==> src/farm_pkg.sv <==
// Widths, packet framing constants, alert codes and LED positions
// Packet is sync, six payload bytes, then checksum (payload sum mod 256)
package farm_pkg;

  typedef logic [7:0] byte_t;
  typedef logic [1:0] sensor_level_t;
  typedef logic [2:0] alert_t;
  typedef logic [6:0] led_t;

  // ====================================================================
  // Sensor packet
  // ====================================================================
  localparam byte_t         PKT_SYNC          = 8'hAA;
  localparam int            PKT_PAYLOAD_BYTES = 6;
  localparam sensor_level_t LEVEL_OPTIMAL     = 2'd2;

  // Centre pixel strictly above this means ripe
  localparam byte_t CROP_THRESHOLD = 8'd100;

  // Alert codes, highest priority first
  localparam alert_t ALERT_FAULT       = 3'd7;
  localparam alert_t ALERT_HARVEST     = 3'd6;
  localparam alert_t ALERT_CROP_ONLY   = 3'd4;
  localparam alert_t ALERT_SENSORS_OFF = 3'd2;
  localparam alert_t ALERT_NONE        = 3'd0;

  // LED bit positions
  localparam int LED_CAPTURE = 0;
  localparam int LED_CROP    = 1;
  localparam int LED_SENSORS = 2;
  localparam int LED_HARVEST = 3;
  localparam int LED_FAULT   = 4;
  localparam int LED_PKT_OK  = 5;
  localparam int LED_PKT_ERR = 6;

endpackage

==> src/uart_rx.sv <==
// 8N1 receiver, LSB first, no parity; a frame with a low stop bit is dropped
// CLKS_PER_BIT must be at least 2
`timescale 1ns/1ps

module uart_rx #(
  parameter int CLKS_PER_BIT = 434
) (
  input  logic           clk,
  input  logic           rst_n,
  input  logic           rx,
  output farm_pkg::byte_t byte_data,
  output logic           byte_valid
);
  import farm_pkg::*;

  localparam int CNT_W = $clog2(CLKS_PER_BIT + 1);
  localparam logic [CNT_W-1:0] FULL_BIT = CNT_W'(CLKS_PER_BIT - 1);
  localparam logic [CNT_W-1:0] HALF_BIT = CNT_W'((CLKS_PER_BIT - 1) / 2);

  typedef enum logic [1:0] {
    ST_IDLE,
    ST_START,
    ST_DATA,
    ST_STOP
  } rx_state_t;

  rx_state_t        state;
  logic [CNT_W-1:0] clk_cnt;
  logic [2:0]       bit_idx;
  byte_t            shift_reg;
  logic             rx_meta;
  logic             rx_sync;

  // Two-flop synchroniser, line idles high out of reset
  always_ff @(posedge clk or negedge rst_n) begin
    if (!rst_n) begin
      rx_meta <= 1'b1;
      rx_sync <= 1'b1;
    end else begin
      rx_meta <= rx;
      rx_sync <= rx_meta;
    end
  end

  always_ff @(posedge clk or negedge rst_n) begin
    if (!rst_n) begin
      state      <= ST_IDLE;
      clk_cnt    <= '0;
      bit_idx    <= '0;
      byte_data  <= '0;
      byte_valid <= 1'b0;
    end else begin
      byte_valid <= 1'b0;
      case (state)
        ST_IDLE: begin
          clk_cnt <= '0;
          bit_idx <= '0;
          if (!rx_sync) state <= ST_START;
        end
        // Confirm start bit in the middle, glitches fall back to idle
        ST_START: begin
          if (clk_cnt == HALF_BIT) begin
            clk_cnt <= '0;
            state   <= rx_sync ? ST_IDLE : ST_DATA;
          end else begin
            clk_cnt <= clk_cnt + 1'b1;
          end
        end
        ST_DATA: begin
          if (clk_cnt == FULL_BIT) begin
            clk_cnt            <= '0;
            shift_reg[bit_idx] <= rx_sync;
            bit_idx            <= bit_idx + 3'd1;
            if (bit_idx == 3'd7) state <= ST_STOP;
          end else begin
            clk_cnt <= clk_cnt + 1'b1;
          end
        end
        ST_STOP: begin
          if (clk_cnt == FULL_BIT) begin
            clk_cnt <= '0;
            state   <= ST_IDLE;
            if (rx_sync) begin
              byte_data  <= shift_reg;
              byte_valid <= 1'b1;
            end
          end else begin
            clk_cnt <= clk_cnt + 1'b1;
          end
        end
        default: state <= ST_IDLE;
      endcase
    end
  end

  a_valid_single: assert property (@(posedge clk) disable iff (!rst_n)
    byte_valid |=> !byte_valid)
    else $error("byte_valid held for more than one cycle");

endmodule

==> src/sensor_packet_parser.sv <==
// Readings only change on a packet whose checksum matches
// Bytes outside a packet other than the sync byte are ignored
`timescale 1ns/1ps

module sensor_packet_parser (
  input  logic                    clk,
  input  logic                    rst_n,
  input  farm_pkg::byte_t         byte_data,
  input  logic                    byte_valid,
  output farm_pkg::sensor_level_t temp,
  output farm_pkg::sensor_level_t humidity,
  output farm_pkg::sensor_level_t light,
  output farm_pkg::sensor_level_t soil,
  output farm_pkg::byte_t         fault_flags,
  output logic                    pkt_ok,
  output logic                    pkt_err
);
  import farm_pkg::*;

  // Position 0 waits for sync, last position holds the checksum
  localparam logic [2:0] CHK_POS = 3'(PKT_PAYLOAD_BYTES + 1);

  logic [2:0]    pos;
  byte_t         sum;
  sensor_level_t sh_temp, sh_humidity, sh_light, sh_soil;
  byte_t         sh_fault;

  always_ff @(posedge clk or negedge rst_n) begin
    if (!rst_n) begin
      pos         <= '0;
      temp        <= '0;
      humidity    <= '0;
      light       <= '0;
      soil        <= '0;
      fault_flags <= '0;
      pkt_ok      <= 1'b0;
      pkt_err     <= 1'b0;
    end else begin
      pkt_ok  <= 1'b0;
      pkt_err <= 1'b0;
      if (byte_valid) begin
        if (pos == 3'd0) begin
          if (byte_data == PKT_SYNC) pos <= 3'd1;
        end else if (pos == CHK_POS) begin
          pos <= '0;
          if (byte_data == sum) begin
            temp        <= sh_temp;
            humidity    <= sh_humidity;
            light       <= sh_light;
            soil        <= sh_soil;
            fault_flags <= sh_fault;
            pkt_ok      <= 1'b1;
          end else begin
            pkt_err <= 1'b1;
          end
        end else begin
          pos <= pos + 3'd1;
        end
      end
    end
  end

  // Shadow copy and running sum, actuator byte only feeds the sum
  always_ff @(posedge clk) begin
    if (byte_valid) begin
      if (pos == 3'd0) sum <= '0;
      else if (pos != CHK_POS) sum <= sum + byte_data;
      case (pos)
        3'd1: sh_temp     <= byte_data[1:0];
        3'd2: sh_humidity <= byte_data[1:0];
        3'd3: sh_light    <= byte_data[1:0];
        3'd4: sh_soil     <= byte_data[1:0];
        3'd5: sh_fault    <= byte_data;
        default: ;
      endcase
    end
  end

  a_ok_err_excl: assert property (@(posedge clk) disable iff (!rst_n)
    !(pkt_ok && pkt_err))
    else $error("pkt_ok and pkt_err high together");

endmodule

==> src/crop_frame_sampler.sv <==
// Pixels are counted only after the vsync edge; the frame_start cycle takes none
// One verdict per frame, extra pixels past FRAME_PIXELS are dropped
`timescale 1ns/1ps

module crop_frame_sampler #(
  parameter int FRAME_PIXELS = 1024
) (
  input  logic            clk,
  input  logic            rst_n,
  input  farm_pkg::byte_t cam_data,
  input  logic            cam_href,
  input  logic            cam_vsync,
  output logic            capture_busy,
  output logic            crop_valid,
  output logic            crop_ripe
);
  import farm_pkg::*;

  localparam int CNT_W = $clog2(FRAME_PIXELS + 1);
  localparam logic [CNT_W-1:0] CENTRE   = CNT_W'(FRAME_PIXELS / 2);
  localparam logic [CNT_W-1:0] LAST_PIX = CNT_W'(FRAME_PIXELS - 1);

  logic             vsync_d;
  logic             frame_start;
  logic [CNT_W-1:0] pix_cnt;
  byte_t            centre_pix;
  logic             take_pix;
  byte_t            verdict_pix;

  assign take_pix    = capture_busy && cam_href && (pix_cnt < CNT_W'(FRAME_PIXELS));
  // Bypass covers a centre pixel that is also the last one
  assign verdict_pix = (pix_cnt == CENTRE) ? cam_data : centre_pix;

  always_ff @(posedge clk or negedge rst_n) begin
    if (!rst_n) begin
      vsync_d      <= 1'b0;
      frame_start  <= 1'b0;
      pix_cnt      <= '0;
      capture_busy <= 1'b0;
      crop_valid   <= 1'b0;
      crop_ripe    <= 1'b0;
    end else begin
      vsync_d     <= cam_vsync;
      frame_start <= cam_vsync && !vsync_d;
      crop_valid  <= 1'b0;
      if (frame_start) begin
        pix_cnt      <= '0;
        capture_busy <= 1'b1;
      end else if (take_pix) begin
        pix_cnt <= pix_cnt + 1'b1;
        if (pix_cnt == LAST_PIX) begin
          capture_busy <= 1'b0;
          crop_valid   <= 1'b1;
          crop_ripe    <= verdict_pix > CROP_THRESHOLD;
        end
      end
    end
  end

  always_ff @(posedge clk) begin
    if (take_pix && pix_cnt == CENTRE) centre_pix <= cam_data;
  end

  a_cnt_bound: assert property (@(posedge clk) disable iff (!rst_n)
    pix_cnt <= CNT_W'(FRAME_PIXELS))
    else $error("pixel count past frame size");

endmodule

==> src/harvest_decision.sv <==
// Crop verdict is held until the next frame; sensor status follows the parser
// Outputs settle three cycles after a reading changes
`timescale 1ns/1ps

module harvest_decision (
  input  logic                    clk,
  input  logic                    rst_n,
  input  farm_pkg::sensor_level_t temp,
  input  farm_pkg::sensor_level_t humidity,
  input  farm_pkg::sensor_level_t light,
  input  farm_pkg::sensor_level_t soil,
  input  farm_pkg::byte_t         fault_flags,
  input  logic                    pkt_ok,
  input  logic                    pkt_err,
  input  logic                    capture_busy,
  input  logic                    crop_valid,
  input  logic                    crop_ripe,
  output logic                    harvest_alert,
  output farm_pkg::alert_t        alert_level,
  output farm_pkg::led_t          status_leds
);
  import farm_pkg::*;

  logic crop_ok;
  logic sensors_ok;
  logic harvest;
  logic pkt_good;
  logic pkt_bad;

  // ====================================================================
  // Fusion pipeline
  // ====================================================================
  always_ff @(posedge clk or negedge rst_n) begin
    if (!rst_n) begin
      crop_ok    <= 1'b0;
      sensors_ok <= 1'b0;
      harvest    <= 1'b0;
    end else begin
      if (crop_valid) crop_ok <= crop_ripe;
      sensors_ok <= (temp == LEVEL_OPTIMAL) && (humidity == LEVEL_OPTIMAL) &&
                    (light == LEVEL_OPTIMAL) && (soil == LEVEL_OPTIMAL);
      harvest    <= crop_ok && sensors_ok;
    end
  end

  assign harvest_alert = harvest;

  // Last packet verdict, each flag cleared by the opposite strobe
  always_ff @(posedge clk or negedge rst_n) begin
    if (!rst_n) begin
      pkt_good <= 1'b0;
      pkt_bad  <= 1'b0;
    end else if (pkt_ok) begin
      pkt_good <= 1'b1;
      pkt_bad  <= 1'b0;
    end else if (pkt_err) begin
      pkt_good <= 1'b0;
      pkt_bad  <= 1'b1;
    end
  end

  // ====================================================================
  // Alert priority and LEDs
  // ====================================================================
  always_ff @(posedge clk or negedge rst_n) begin
    if (!rst_n) begin
      alert_level <= ALERT_NONE;
      status_leds <= '0;
    end else begin
      if (fault_flags != '0) alert_level <= ALERT_FAULT;
      else if (harvest)      alert_level <= ALERT_HARVEST;
      else if (crop_ok)      alert_level <= ALERT_CROP_ONLY;
      else if (!sensors_ok)  alert_level <= ALERT_SENSORS_OFF;
      else                   alert_level <= ALERT_NONE;

      status_leds[LED_CAPTURE] <= capture_busy;
      status_leds[LED_CROP]    <= crop_ok;
      status_leds[LED_SENSORS] <= sensors_ok;
      status_leds[LED_HARVEST] <= harvest;
      status_leds[LED_FAULT]   <= |fault_flags;
      status_leds[LED_PKT_OK]  <= pkt_good;
      status_leds[LED_PKT_ERR] <= pkt_bad;
    end
  end

endmodule

==> src/harvest_monitor_top.sv <==
// Sensor UART and camera paths fused into alert outputs
// CLKS_PER_BIT sets the baud rate, FRAME_PIXELS the camera frame length
`timescale 1ns/1ps

module harvest_monitor_top #(
  parameter int CLKS_PER_BIT = 434,
  parameter int FRAME_PIXELS = 1024
) (
  input  logic             clk,
  input  logic             rst_n,
  input  farm_pkg::byte_t  cam_data,
  input  logic             cam_href,
  input  logic             cam_vsync,
  input  logic             rx,
  output logic             harvest_alert,
  output farm_pkg::alert_t alert_level,
  output farm_pkg::led_t   status_leds
);
  import farm_pkg::*;

  byte_t         byte_data;
  logic          byte_valid;
  sensor_level_t temp, humidity, light, soil;
  byte_t         fault_flags;
  logic          pkt_ok, pkt_err;
  logic          capture_busy, crop_valid, crop_ripe;

  uart_rx #(.CLKS_PER_BIT(CLKS_PER_BIT)) i_uart_rx (
    .clk, .rst_n, .rx,
    .byte_data, .byte_valid
  );

  sensor_packet_parser i_sensor_packet_parser (
    .clk, .rst_n, .byte_data, .byte_valid,
    .temp, .humidity, .light, .soil, .fault_flags, .pkt_ok, .pkt_err
  );

  crop_frame_sampler #(.FRAME_PIXELS(FRAME_PIXELS)) i_crop_frame_sampler (
    .clk, .rst_n, .cam_data, .cam_href, .cam_vsync,
    .capture_busy, .crop_valid, .crop_ripe
  );

  harvest_decision i_harvest_decision (
    .clk, .rst_n,
    .temp, .humidity, .light, .soil, .fault_flags, .pkt_ok, .pkt_err,
    .capture_busy, .crop_valid, .crop_ripe,
    .harvest_alert, .alert_level, .status_leds
  );

endmodule

==> config.mk <==
export PLATFORM = sky130hd
export DESIGN_NAME = harvest_monitor_top
export DESIGN_NICKNAME = d
export VERILOG_FILES = /design/src/farm_pkg.sv /design/src/uart_rx.sv /design/src/sensor_packet_parser.sv /design/src/crop_frame_sampler.sv /design/src/harvest_decision.sv /design/src/harvest_monitor_top.sv
export SDC_FILE = /design/constraint.sdc
export NUM_CORES = 1
export LEC_CHECK = 0
export ABC_AREA = 0
export BUFFER_PORTS_ARGS = -buffer_cell sky130_fd_sc_hd__buf_2
export CORE_MARGIN = 1
export CORE_UTILIZATION = 44
export DETAILED_ROUTE_END_ITERATION = 12
export PLACE_DENSITY = 0.6
export SLEW_MARGIN = 20
export SYNTH_ARGS = -nofsm -noshare
export SYNTH_HDL_FRONTEND = slang
export SYNTH_SLANG_ARGS = --single-unit
==> constraint.sdc <==
create_clock -name clk -period 3.8 [get_ports clk]
set_input_delay 0.38 -clock clk [delete_from_list [all_inputs] [get_ports clk]]
set_output_delay 0.38 -clock clk [all_outputs]
set_load 0.005 [all_outputs]
==> results of run 1 <==
## power breakdown
| group | switching [mW] | leakage [nW] | internal [mW] | total (mW) |
|---|---|---|---|---|
| clock | 0.499 | 0.270 | 0.930 | 1.43 |
| sequential | 0.0195 | 1.32 | 1.31 | 1.33 |
| combinational | 0.0435 | 0.878 | 0.0277 | 0.0713 |
| total | 0.562 | 2.47 | 2.27 | 2.83 |
## timing repair
action / 4_1_cts / 5_1_grt
hold buffers: 3 / 0
endpoints found under the hold margin: 28 / 0
buffers inserted: 0 / 0
## routing by layer
metal	vias to the layer above	GRT usage [%]
li1	1418	-
met1	1379	20.4
met2	34	24.4
met3	14	5.81
met4	0	7.34
met5	-	0
## worst max path at each step
| stage | from | endpoint | slack, ns | depth (start not counted) |
|---|---|---|---|---|
| detailed placement | i_uart_rx.byte_data[1] | i_sensor_packet_parser.fault_flags[5] | 1.52 | 5 |
| global route | i_uart_rx.clk_cnt[0] | i_uart_rx.state[0] | 1.33 | 6 |
| CTS | i_uart_rx.byte_data[1] | i_sensor_packet_parser.light[0] | 1.51 | 5 |
| finish | i_uart_rx.byte_data[1] | i_sensor_packet_parser.soil[0] | 1.54 | 5 |
| floorplan | i_uart_rx.byte_data[1] | i_sensor_packet_parser.fault_flags[3] | 1.80 | 6 |
| global placement | i_uart_rx.byte_data[1] | i_sensor_packet_parser.light[0] | 1.56 | 5 |
## synthesized netlist by cell type (2+ instances only)
master,count,share of area (%)
a211oi_1,3,0.46
a21boi_0,2,0.30
a21o_1,4,0.61
a21oi_1,7,0.71
a22o_1,3,0.53
and2_1,3,0.38
and3_1,4,0.51
buf_2,2,0.20
buf_4,2,0.30
clkbuf_1,3,0.23
dfrtp_1,74,38
dfstp_2,2,1.1
edfxtp_1,40,24
ha_1,20,5.1
inv_1,18,1.4
mux2_2,27,6.2
mux2i_1,4,0.81
nand2_1,13,0.99
nand2b_1,4,0.51
nand3_1,7,0.71
nand4_1,5,0.63
nand4b_1,4,0.71
nor2_1,38,2.9
nor2b_1,7,0.89
nor3_1,12,1.2
nor4_1,7,0.89
nor4bb_1,2,0.41
o21ai_0,11,1.1
o21bai_1,2,0.30
or2_2,3,0.38
or3_1,2,0.25
or4bb_1,2,0.46
xnor2_1,14,2.5
xor2_1,2,0.36
## stage by stage
stage               instance area, um^2  util [%]  std cells  hold slack, ns  setup slack [ns]
global route                       5760      52.9        564          0.0118              1.33
finish                             5760      52.9        564          0.0498              1.54
floorplan                          4930         -        372          0.0844              1.80
global placement                   5190      47.6        529           0.335              1.56
CTS                                5760      52.9        564          0.0166              1.51
detailed placement                 5190      47.6        529           0.333              1.52
## kinds of logic after synthesis
| kind of cell | count (synthesis) | synth area share (%) |
|---|---|---|
| xor+xnor | 16 | 2.84 |
| mux | 31 | 6.98 |
| simple gates | 122 | 13.9 |
| flops | 116 | 63.0 |
| compound gates | 40 | 5.43 |
| fa+ha+maj | 21 | 5.49 |
| buf+inv | 26 | 2.34 |
## area by class of cell
class / instances / share of cell area (%)
Sequential cell: 116 / 53.9
Inverter: 18 / 1.17
Clock buffer: 27 / 8.54
Timing Repair Buffer: 28 / 2.82
Clock inverter: 5 / 0.869
Multi-Input combinational cell: 230 / 29.6
Tap cell: 140 / 3.04
==> flow_summary.toml, run 1 <==
[run_status]
status = "complete, no violations"

[worst_hold_path]
min_to = "i_crop_frame_sampler.centre_pix[5]"
hold_start = "cam_data[5]"
min_path_type = "in -> reg"
min_path_cells = 1

[sta]
worst_slew_pin_slew_ns = 0.788
hold_viol_final = 0
slew_headroom_pct = 47.5
fin_tns_setup_ns = 0
min_period_ns = 2.26
max_freq_mhz = 442
finalSetupViolCount = 0
rsz0062_at_grt = "no"
drv_slew = 0
finClkSkew_ns = 0.00820
finalCritPeriodShare_pct = 59.5

[run]
drv_cap = 0

[yosys]
netlist_area_mm2 = 0.00493
synth_flop_cell = "dfrtp_1"
ys.warnings.count = 0
ys_seq_area_share_pct = 63.0
async_flop_share_pct = 65.5
netlist_instances = 372
synth-edff-count = 40
ys_seq_elements = 116
syn_area_per_cell_um2 = 13.2
synth.distinct_cells = 53
synth_nets = 406

[cells_and_area]
drive_gt1_share_pct = 20.5
multiInputGateArea_mm2 = 0.00171
nFillCells = 919
layout_common_cells = "dfrtp_1 (74), edfxtp_1 (40), nor2_1 (38), mux2_2 (27), buf_2 (22)"
regMostFlops = "i_crop_frame_sampler.pix_cnt"
final_common_cell = "dfrtp_1"
nets = 445
antennaDiodeCount = 0
regArea_mm2 = 0.00311
reg.largest.list = "i_crop_frame_sampler.pix_cnt (11), i_uart_rx.clk_cnt (9)"
area_delta_synth_final_pct = 16.9
largest_register_ffs = 11

[global_routing]
grt_max_degree = 49
grt_pass1_wl_mm = 13.7
overflow = 0
grt_usage_pct = 16.0
grt_pass1_vias = 2864
antenna_found_initial = 0

[route]
routedWlPerCell_um = 14.1
drc = 0
drt-met1-wl_mm = 3.78
highest_layer = "met4"
drt_pass1_iterations = 4
drtAntennaViolNets = 0
drtIter0Drc = 135
wl_met3_um = 283
routed_wl_mm = 7.97
wl_met2_mm = 3.76
vias = 2845
vias_per_cell = 5.04

[setup_path]
r2r_cells = 5
crit_type = "reg -> reg"
critPathTopFamily = "simple AND/OR/NAND/NOR gates"
critPathBufInv = 0
max_stage_delay_ns = 0.46
worstPathRequired_ns = 4.19
path_cells = "ha_1 -> nor4_1 -> nand3_1 -> nor2_4 -> mux2_2"
rrSetupSlack_ns = 1.54
end_kind = "register"
cp-start-kind = "register"
critPathSlowestCell = "dfrtp_1"
r2r-end = "i_sensor_packet_parser.soil[0]"
reg2reg_from = "i_uart_rx.byte_data[1]"
arrival_ns = 2.65
cp_max_fo = 17

[place]
place_congestion = 0.772
dp_hpwl_mm = 5.36
numPortBuffers = 23

[clock_network]
clk_latency_ns = 0.51
root_buffer = "clkbuf_8"
cts_sinks = 116
ctsResizeCount = 0
cts_buffers = 17
clkTransAtPathRegs_ns = 0.05
h-tree-depth = 4
cts_tree = "done"
clockBufferDepth = 2

[floorplan]
die-area_mm2 = 0.0116
start_util_pct = 45.3
die_height_um = 108
num_io_pins = 24
core_mm2 = 0.0109
rows = 38
die_w_um = 108

[power_and_ir_drop]
power_density_mw_per_mm2 = 491
peakVddDrop_v = 0.000311
p_total_mw = 2.83
p_leak_nw = 2.47
Note: power is estimated with default switching activity, not from simulation.
==> run 2: changes to the inputs <==
- clock period: 3.8 -> 2.3 ns (I/O delays scaled with it)
==> run 2 against run 1 <==
  * Global-route usage increased by 0.49 points
  * Sequential cell count unchanged
  * Via count increased by 3.4%
  * Fmax increased by 12%
  * Clock power increased by 57%
  * Total power increased by 62%
  * Clock skew increased by 0.00080 ns
  * Sequential power increased by 65%
  * Register-to-register slack got worse by 1.3 ns
  * Design area increased by 2.2%
  * Count of clock-buffer cells in the layout decreased by 9
  * Critical path type unchanged
  * Critical endpoint is now i_sensor_packet_parser.fault_flags[1]
  * Highest routed layer unchanged
==> flow_summary.toml, run 2 (synthesis gave the netlist of run 1 again) <==
[run_status]
status = "complete, no violations"

[clock_network]
cts_hold_buffers = 11
h-tree-depth = 4
ctsResizeCount = 0
clk_latency_ns = 0.51
clkTransAtPathRegs_ns = 0.05
cts_sinks = 116
cts_setup_buffers = 0
clockBufferDepth = 2
cts_buffers = 17
cts_tree = "done"
root_buffer = "clkbuf_8"

[global_routing]
antenna_found_initial = 0
grt_usage_pct = 16.5
grt_max_degree = 48
grt_pass1_wl_mm = 14.3
grt_pass1_vias = 2926
overflow = 0

[floorplan]
start_util_pct = 45.3
die-area_mm2 = 0.0116
die_height_um = 108
core_mm2 = 0.0109
die_w_um = 108
num_io_pins = 24
rows = 38

[cells_and_area]
layout_common_cells = "dfrtp_1 (74), edfxtp_1 (40), nor2_1 (38), mux2_2 (27), buf_2 (22)"
final_common_cell = "dfrtp_1"
reg.largest.list = "i_crop_frame_sampler.pix_cnt (11), i_uart_rx.clk_cnt (9)"
nets = 461
antennaDiodeCount = 0
nFillCells = 899
drive_gt1_share_pct = 21.6
area_delta_synth_final_pct = 19.4
regMostFlops = "i_crop_frame_sampler.pix_cnt"
largest_register_ffs = 11

[place]
preCtsSetupSlack_ns = 0.278
dp_hpwl_mm = 5.62
numPortBuffers = 23
place_congestion = 0.813

[power_and_ir_drop]
power_density_mw_per_mm2 = 778
p_leak_nw = 2.52
peakVddDrop_v = 0.000514

[route]
vias = 2942
drtAntennaViolNets = 0
drt_pass1_iterations = 4
routed_wl_mm = 8.42
drc = 0
drtIter0Drc = 121
routedWlPerCell_um = 14.5
vias_per_cell = 5.07

[sta]
worst_slew_pin_slew_ns = 0.602
hold_viol_final = 0
min_period_ns = 2.01
finalCritPeriodShare_pct = 87.5
drv_slew = 0
fin_tns_setup_ns = 0
rsz0062_at_grt = "no"
layout_setup_ws_ns = 0.287
finClkSkew_ns = 0.00900
finalSetupViolCount = 0
slew_headroom_pct = 59.9
max_freq_mhz = 497

[setup_path]
cp-start-kind = "register"
critPathTopFamily = "simple AND/OR/NAND/NOR gates"
critPathBufInv = 1
path_cells = "ha_1 -> nor4_1 -> nand3_1 -> nor2_4 -> buf_12 -> mux2_2"
arrival_ns = 2.40
max_stage_delay_ns = 0.40
cp_max_fo = 17
crit_type = "reg -> reg"
worstPathRequired_ns = 2.69
end_kind = "register"
critPathSlowestCell = "dfrtp_1"

[worst_hold_path]
min_path_type = "in -> reg"

[run]
drv_cap = 0
## run 2: final timing paths
kind	from	end	slack [ns]	cells past startpoint
min in group asynchronous	rst_n	i_sensor_packet_parser.fault_flags[2]	0.34	3
worst max-delay path	i_uart_rx.byte_data[2]	i_sensor_packet_parser.fault_flags[1]	0.29	6
worst min-delay path	cam_href	i_crop_frame_sampler.pix_cnt[2]	0.23	4
worst max register to register	i_uart_rx.byte_data[2]	i_sensor_packet_parser.fault_flags[1]	0.29	6
worst min register to register	i_uart_rx.rx_meta	i_uart_rx.rx_sync	0.35	0
max in group asynchronous	rst_n	i_uart_rx.bit_idx[1]	1.46	3
## run 2: tightest hold or removal path: stages
cell and delay (ns):
buf_2 0.11, nand4b_1 0.19, xnor2_1 0.09, nor2_1 0.08
## run 2: metal layers
layer	routed length, um	part of all wire, %	GRT usage, %	vias to the layer above
met5	0	0	0	-
met4	108	1.3	6.46	0
met3	271	3.2	5.81	9
met2	4090	49	25.4	39
met1	3950	47	21.3	1454
li1	-	-	-	1440
## run 2: area by class of cell
type	instances	area, um^2	share of cell area (%)
Tap cell	140	175	2.98
Inverter	18	67.6	1.15
Clock inverter	14	96.3	1.64
Timing Repair Buffer	44	315	5.36
Clock buffer	18	418	7.10
Multi-Input combinational cell	230	1710	29.0
Sequential cell	116	3110	52.8
## run 2: power by group
part / switching (mW) / internal [mW] / leakage, nW / total (mW)
clock network: 0.858 / 1.39 / 0.248 / 2.25
registers: 0.0307 / 2.16 / 1.32 / 2.19
logic: 0.0757 / 0.0559 / 0.956 / 0.132
total: 0.964 / 3.61 / 2.52 / 4.58
## run 2: through the flow
stage          hold WS (ns)  std cells  total power [mW]  util, %  instance area [um^2]
6_report              0.226        580              4.58     54.0                  5880
5_1_grt               0.247        580              4.76     54.0                  5880
4_1_cts               0.207        580              4.65     54.0                  5880
3_5_place_dp          0.343        537              2.35     48.3                  5260
3_3_place_gp          0.340        537              2.34     48.3                  5260
2_1_floorplan       -0.0656        372              2.29        -                  4930
==> run 3: changes to the inputs <==
- PLACE_DENSITY: 0.6 -> unset
- PLACE_DENSITY_LB_ADDON: unset -> 0.25
- SKIP_CTS_REPAIR_TIMING: unset -> 1
==> run 3 against run 2 <==
  * The run now ends with negative hold slack left
  * Largest cell class unchanged
  * Die area did not move
  * Combinational power fell by 5%
  * Sequential power about the same
  * Worst hold slack worse by 0.28 ns
  * Total power is 8.0% higher
  * Count of clock-buffer cells in the layout up 3
  * Wire length is 2.1% lower
  * Worst setup slack worse by 0.14 ns
  * Critical path depth shrank 1
  * Via count grew 0.24%
  * Largest power group unchanged
  * Fmax decreased by 6.6%
  * Critical path type unchanged
==> flow_summary.toml, run 3 (synthesis gave the netlist of run 1 again) <==
[run_status]
status = "complete, but fails checks"
violations = "negative hold slack"

[global_routing]
overflow = 0
grt-busiest-layer = "met2"
antenna_found_initial = 0
grt_usage_pct = 15.7
grt_pass1_wl_mm = 13.6
grt_max_degree = 77
use_met2_pct = 23.8
use_met1_pct = 20.3
use_met3_pct = 4.00
grt_pass1_vias = 2877

[sta]
rsz0062_at_grt = "no"
worst_slew_pin_slew_ns = 0.968
drv_slew = 0
hold_viol_final = 62
whs_ns = -0.0582
slew_headroom_pct = 35.4
min_period_ns = 2.15
finClkSkew_ns = 0.00597
finalSetupViolCount = 0
max_freq_mhz = 464
finalCritPeriodShare_pct = 93.7

[cells_and_area]
area_delta_synth_final_pct = 20.3
antennaDiodeCount = 0
reg.largest.list = "i_crop_frame_sampler.pix_cnt (11), i_uart_rx.clk_cnt (9)"
final_common_cell = "dfrtp_1"
layout_common_cells = "dfrtp_1 (74), edfxtp_1 (40), nor2_1 (38), mux2_2 (27), buf_2 (22)"
regMostFlops = "i_crop_frame_sampler.pix_cnt"
nets = 456
fin_cells = 575
largest_register_ffs = 11
drive_gt1_share_pct = 21.1

[setup_path]
cp_max_fo = 3
worstPathRequired_ns = 2.56
crit_type = "reg -> reg"
reg2reg_from = "i_sensor_packet_parser.sum[1]"
cp-start-kind = "register"
end_kind = "register"
arrival_ns = 2.42
rrSetupSlack_ns = 0.15
cp-startpoint = "i_sensor_packet_parser.sum[1]"

[floorplan]
core_mm2 = 0.0109
num_io_pins = 24
die_height_um = 108
die_w_um = 108
rows = 38
start_util_pct = 45.3
die-area_mm2 = 0.0116

[place]
dp_hpwl_mm = 5.26
place_congestion = 0.781
numPortBuffers = 23
dp_cells = 533

[power_and_ir_drop]
p_int_mw = 3.99
p_leak_nw = 2.54
power_density_mw_per_mm2 = 834
p_switching_uw = 956
switching_share_pct = 19.3
p_clk_share_pct = 53.1
p_total_mw = 4.94
p_seq_share_pct = 44.4
comb_power_share_pct = 2.5
peakVddDrop_v = 0.000423

[clock_network]
root_buffer = "clkbuf_8"
cts_tree = "done"
cts_buffers = 17
clk_latency_ns = 0.52
clkTransAtPathRegs_ns = 0.06
clockBufferDepth = 2
cts_sinks = 116
h-tree-depth = 4

[route]
vias = 2949
drtAntennaViolNets = 0
vias_per_cell = 5.13
drtIter0Drc = 143
drt_pass1_iterations = 4
routedWlPerCell_um = 14.3
routed_wl_mm = 8.24
drc = 0

[run]
drv_cap = 0

[worst_hold_path]
min_path_type = "in -> async"
## run 3: final timing paths
kind                       cells after the start                               to
max in group asynchronous                      2             i_uart_rx.clk_cnt[0]
max                                            5    i_sensor_packet_parser.sum[5]
max reg2reg                                    5    i_sensor_packet_parser.sum[5]
min in group clk                               4  i_crop_frame_sampler.pix_cnt[2]
min reg2reg                                    0                i_uart_rx.rx_sync
min                                            2             i_uart_rx.clk_cnt[8]
## run 3: metal layers
metal | part of all wire, % | up-vias | wire (um)
li1 | - | 1431 | -
met5 | 0 | - | 0
met2 | 47 | 49 | 3920
met1 | 47 | 1451 | 3880
met3 | 3.2 | 18 | 261
met4 | 2.3 | 0 | 189
## run 3: area by class of cell
type	count	area, um^2
Fill cell	882	4960
Sequential cell	116	3110
Multi-Input combinational cell	230	1710
Clock buffer	21	439
Timing Repair Buffer	39	275
Tap cell	140	175
Clock inverter	11	159
Inverter	18	67.6
## run 3: worst max-delay path, stage by stage, from the launching register on
cell       delay [ns]
edfxtp_1         0.41
ha_1             0.34
a211oi_1         0.37
o21bai_1         0.17
mux2i_1          0.16
a2111oi_1        0.45
## run 3: power groups by stage
stage / sequential, mW / combinational [mW] / clock [mW]
global route: 2.19 / 0.145 / 2.77
floorplan: 2.22 / 0.0646 / 0
finish: 2.19 / 0.126 / 2.62
detailed placement: 2.23 / 0.116 / 0
global placement: 2.23 / 0.112 / 0
CTS: 2.19 / 0.117 / 2.68
## run 3: stage by stage
stage          util, %  setup TNS (ns)  setup slack [ns]  cell area, um^2
2_1_floorplan        -               0             0.299             4930
3_3_place_gp      48.0               0             0.321             5230
3_5_place_dp      48.0               0             0.169             5230
4_1_cts           53.5        -0.00208          -0.00208             5830
5_1_grt           54.5               0            0.0648             5930
6_report          54.5               0             0.146             5930
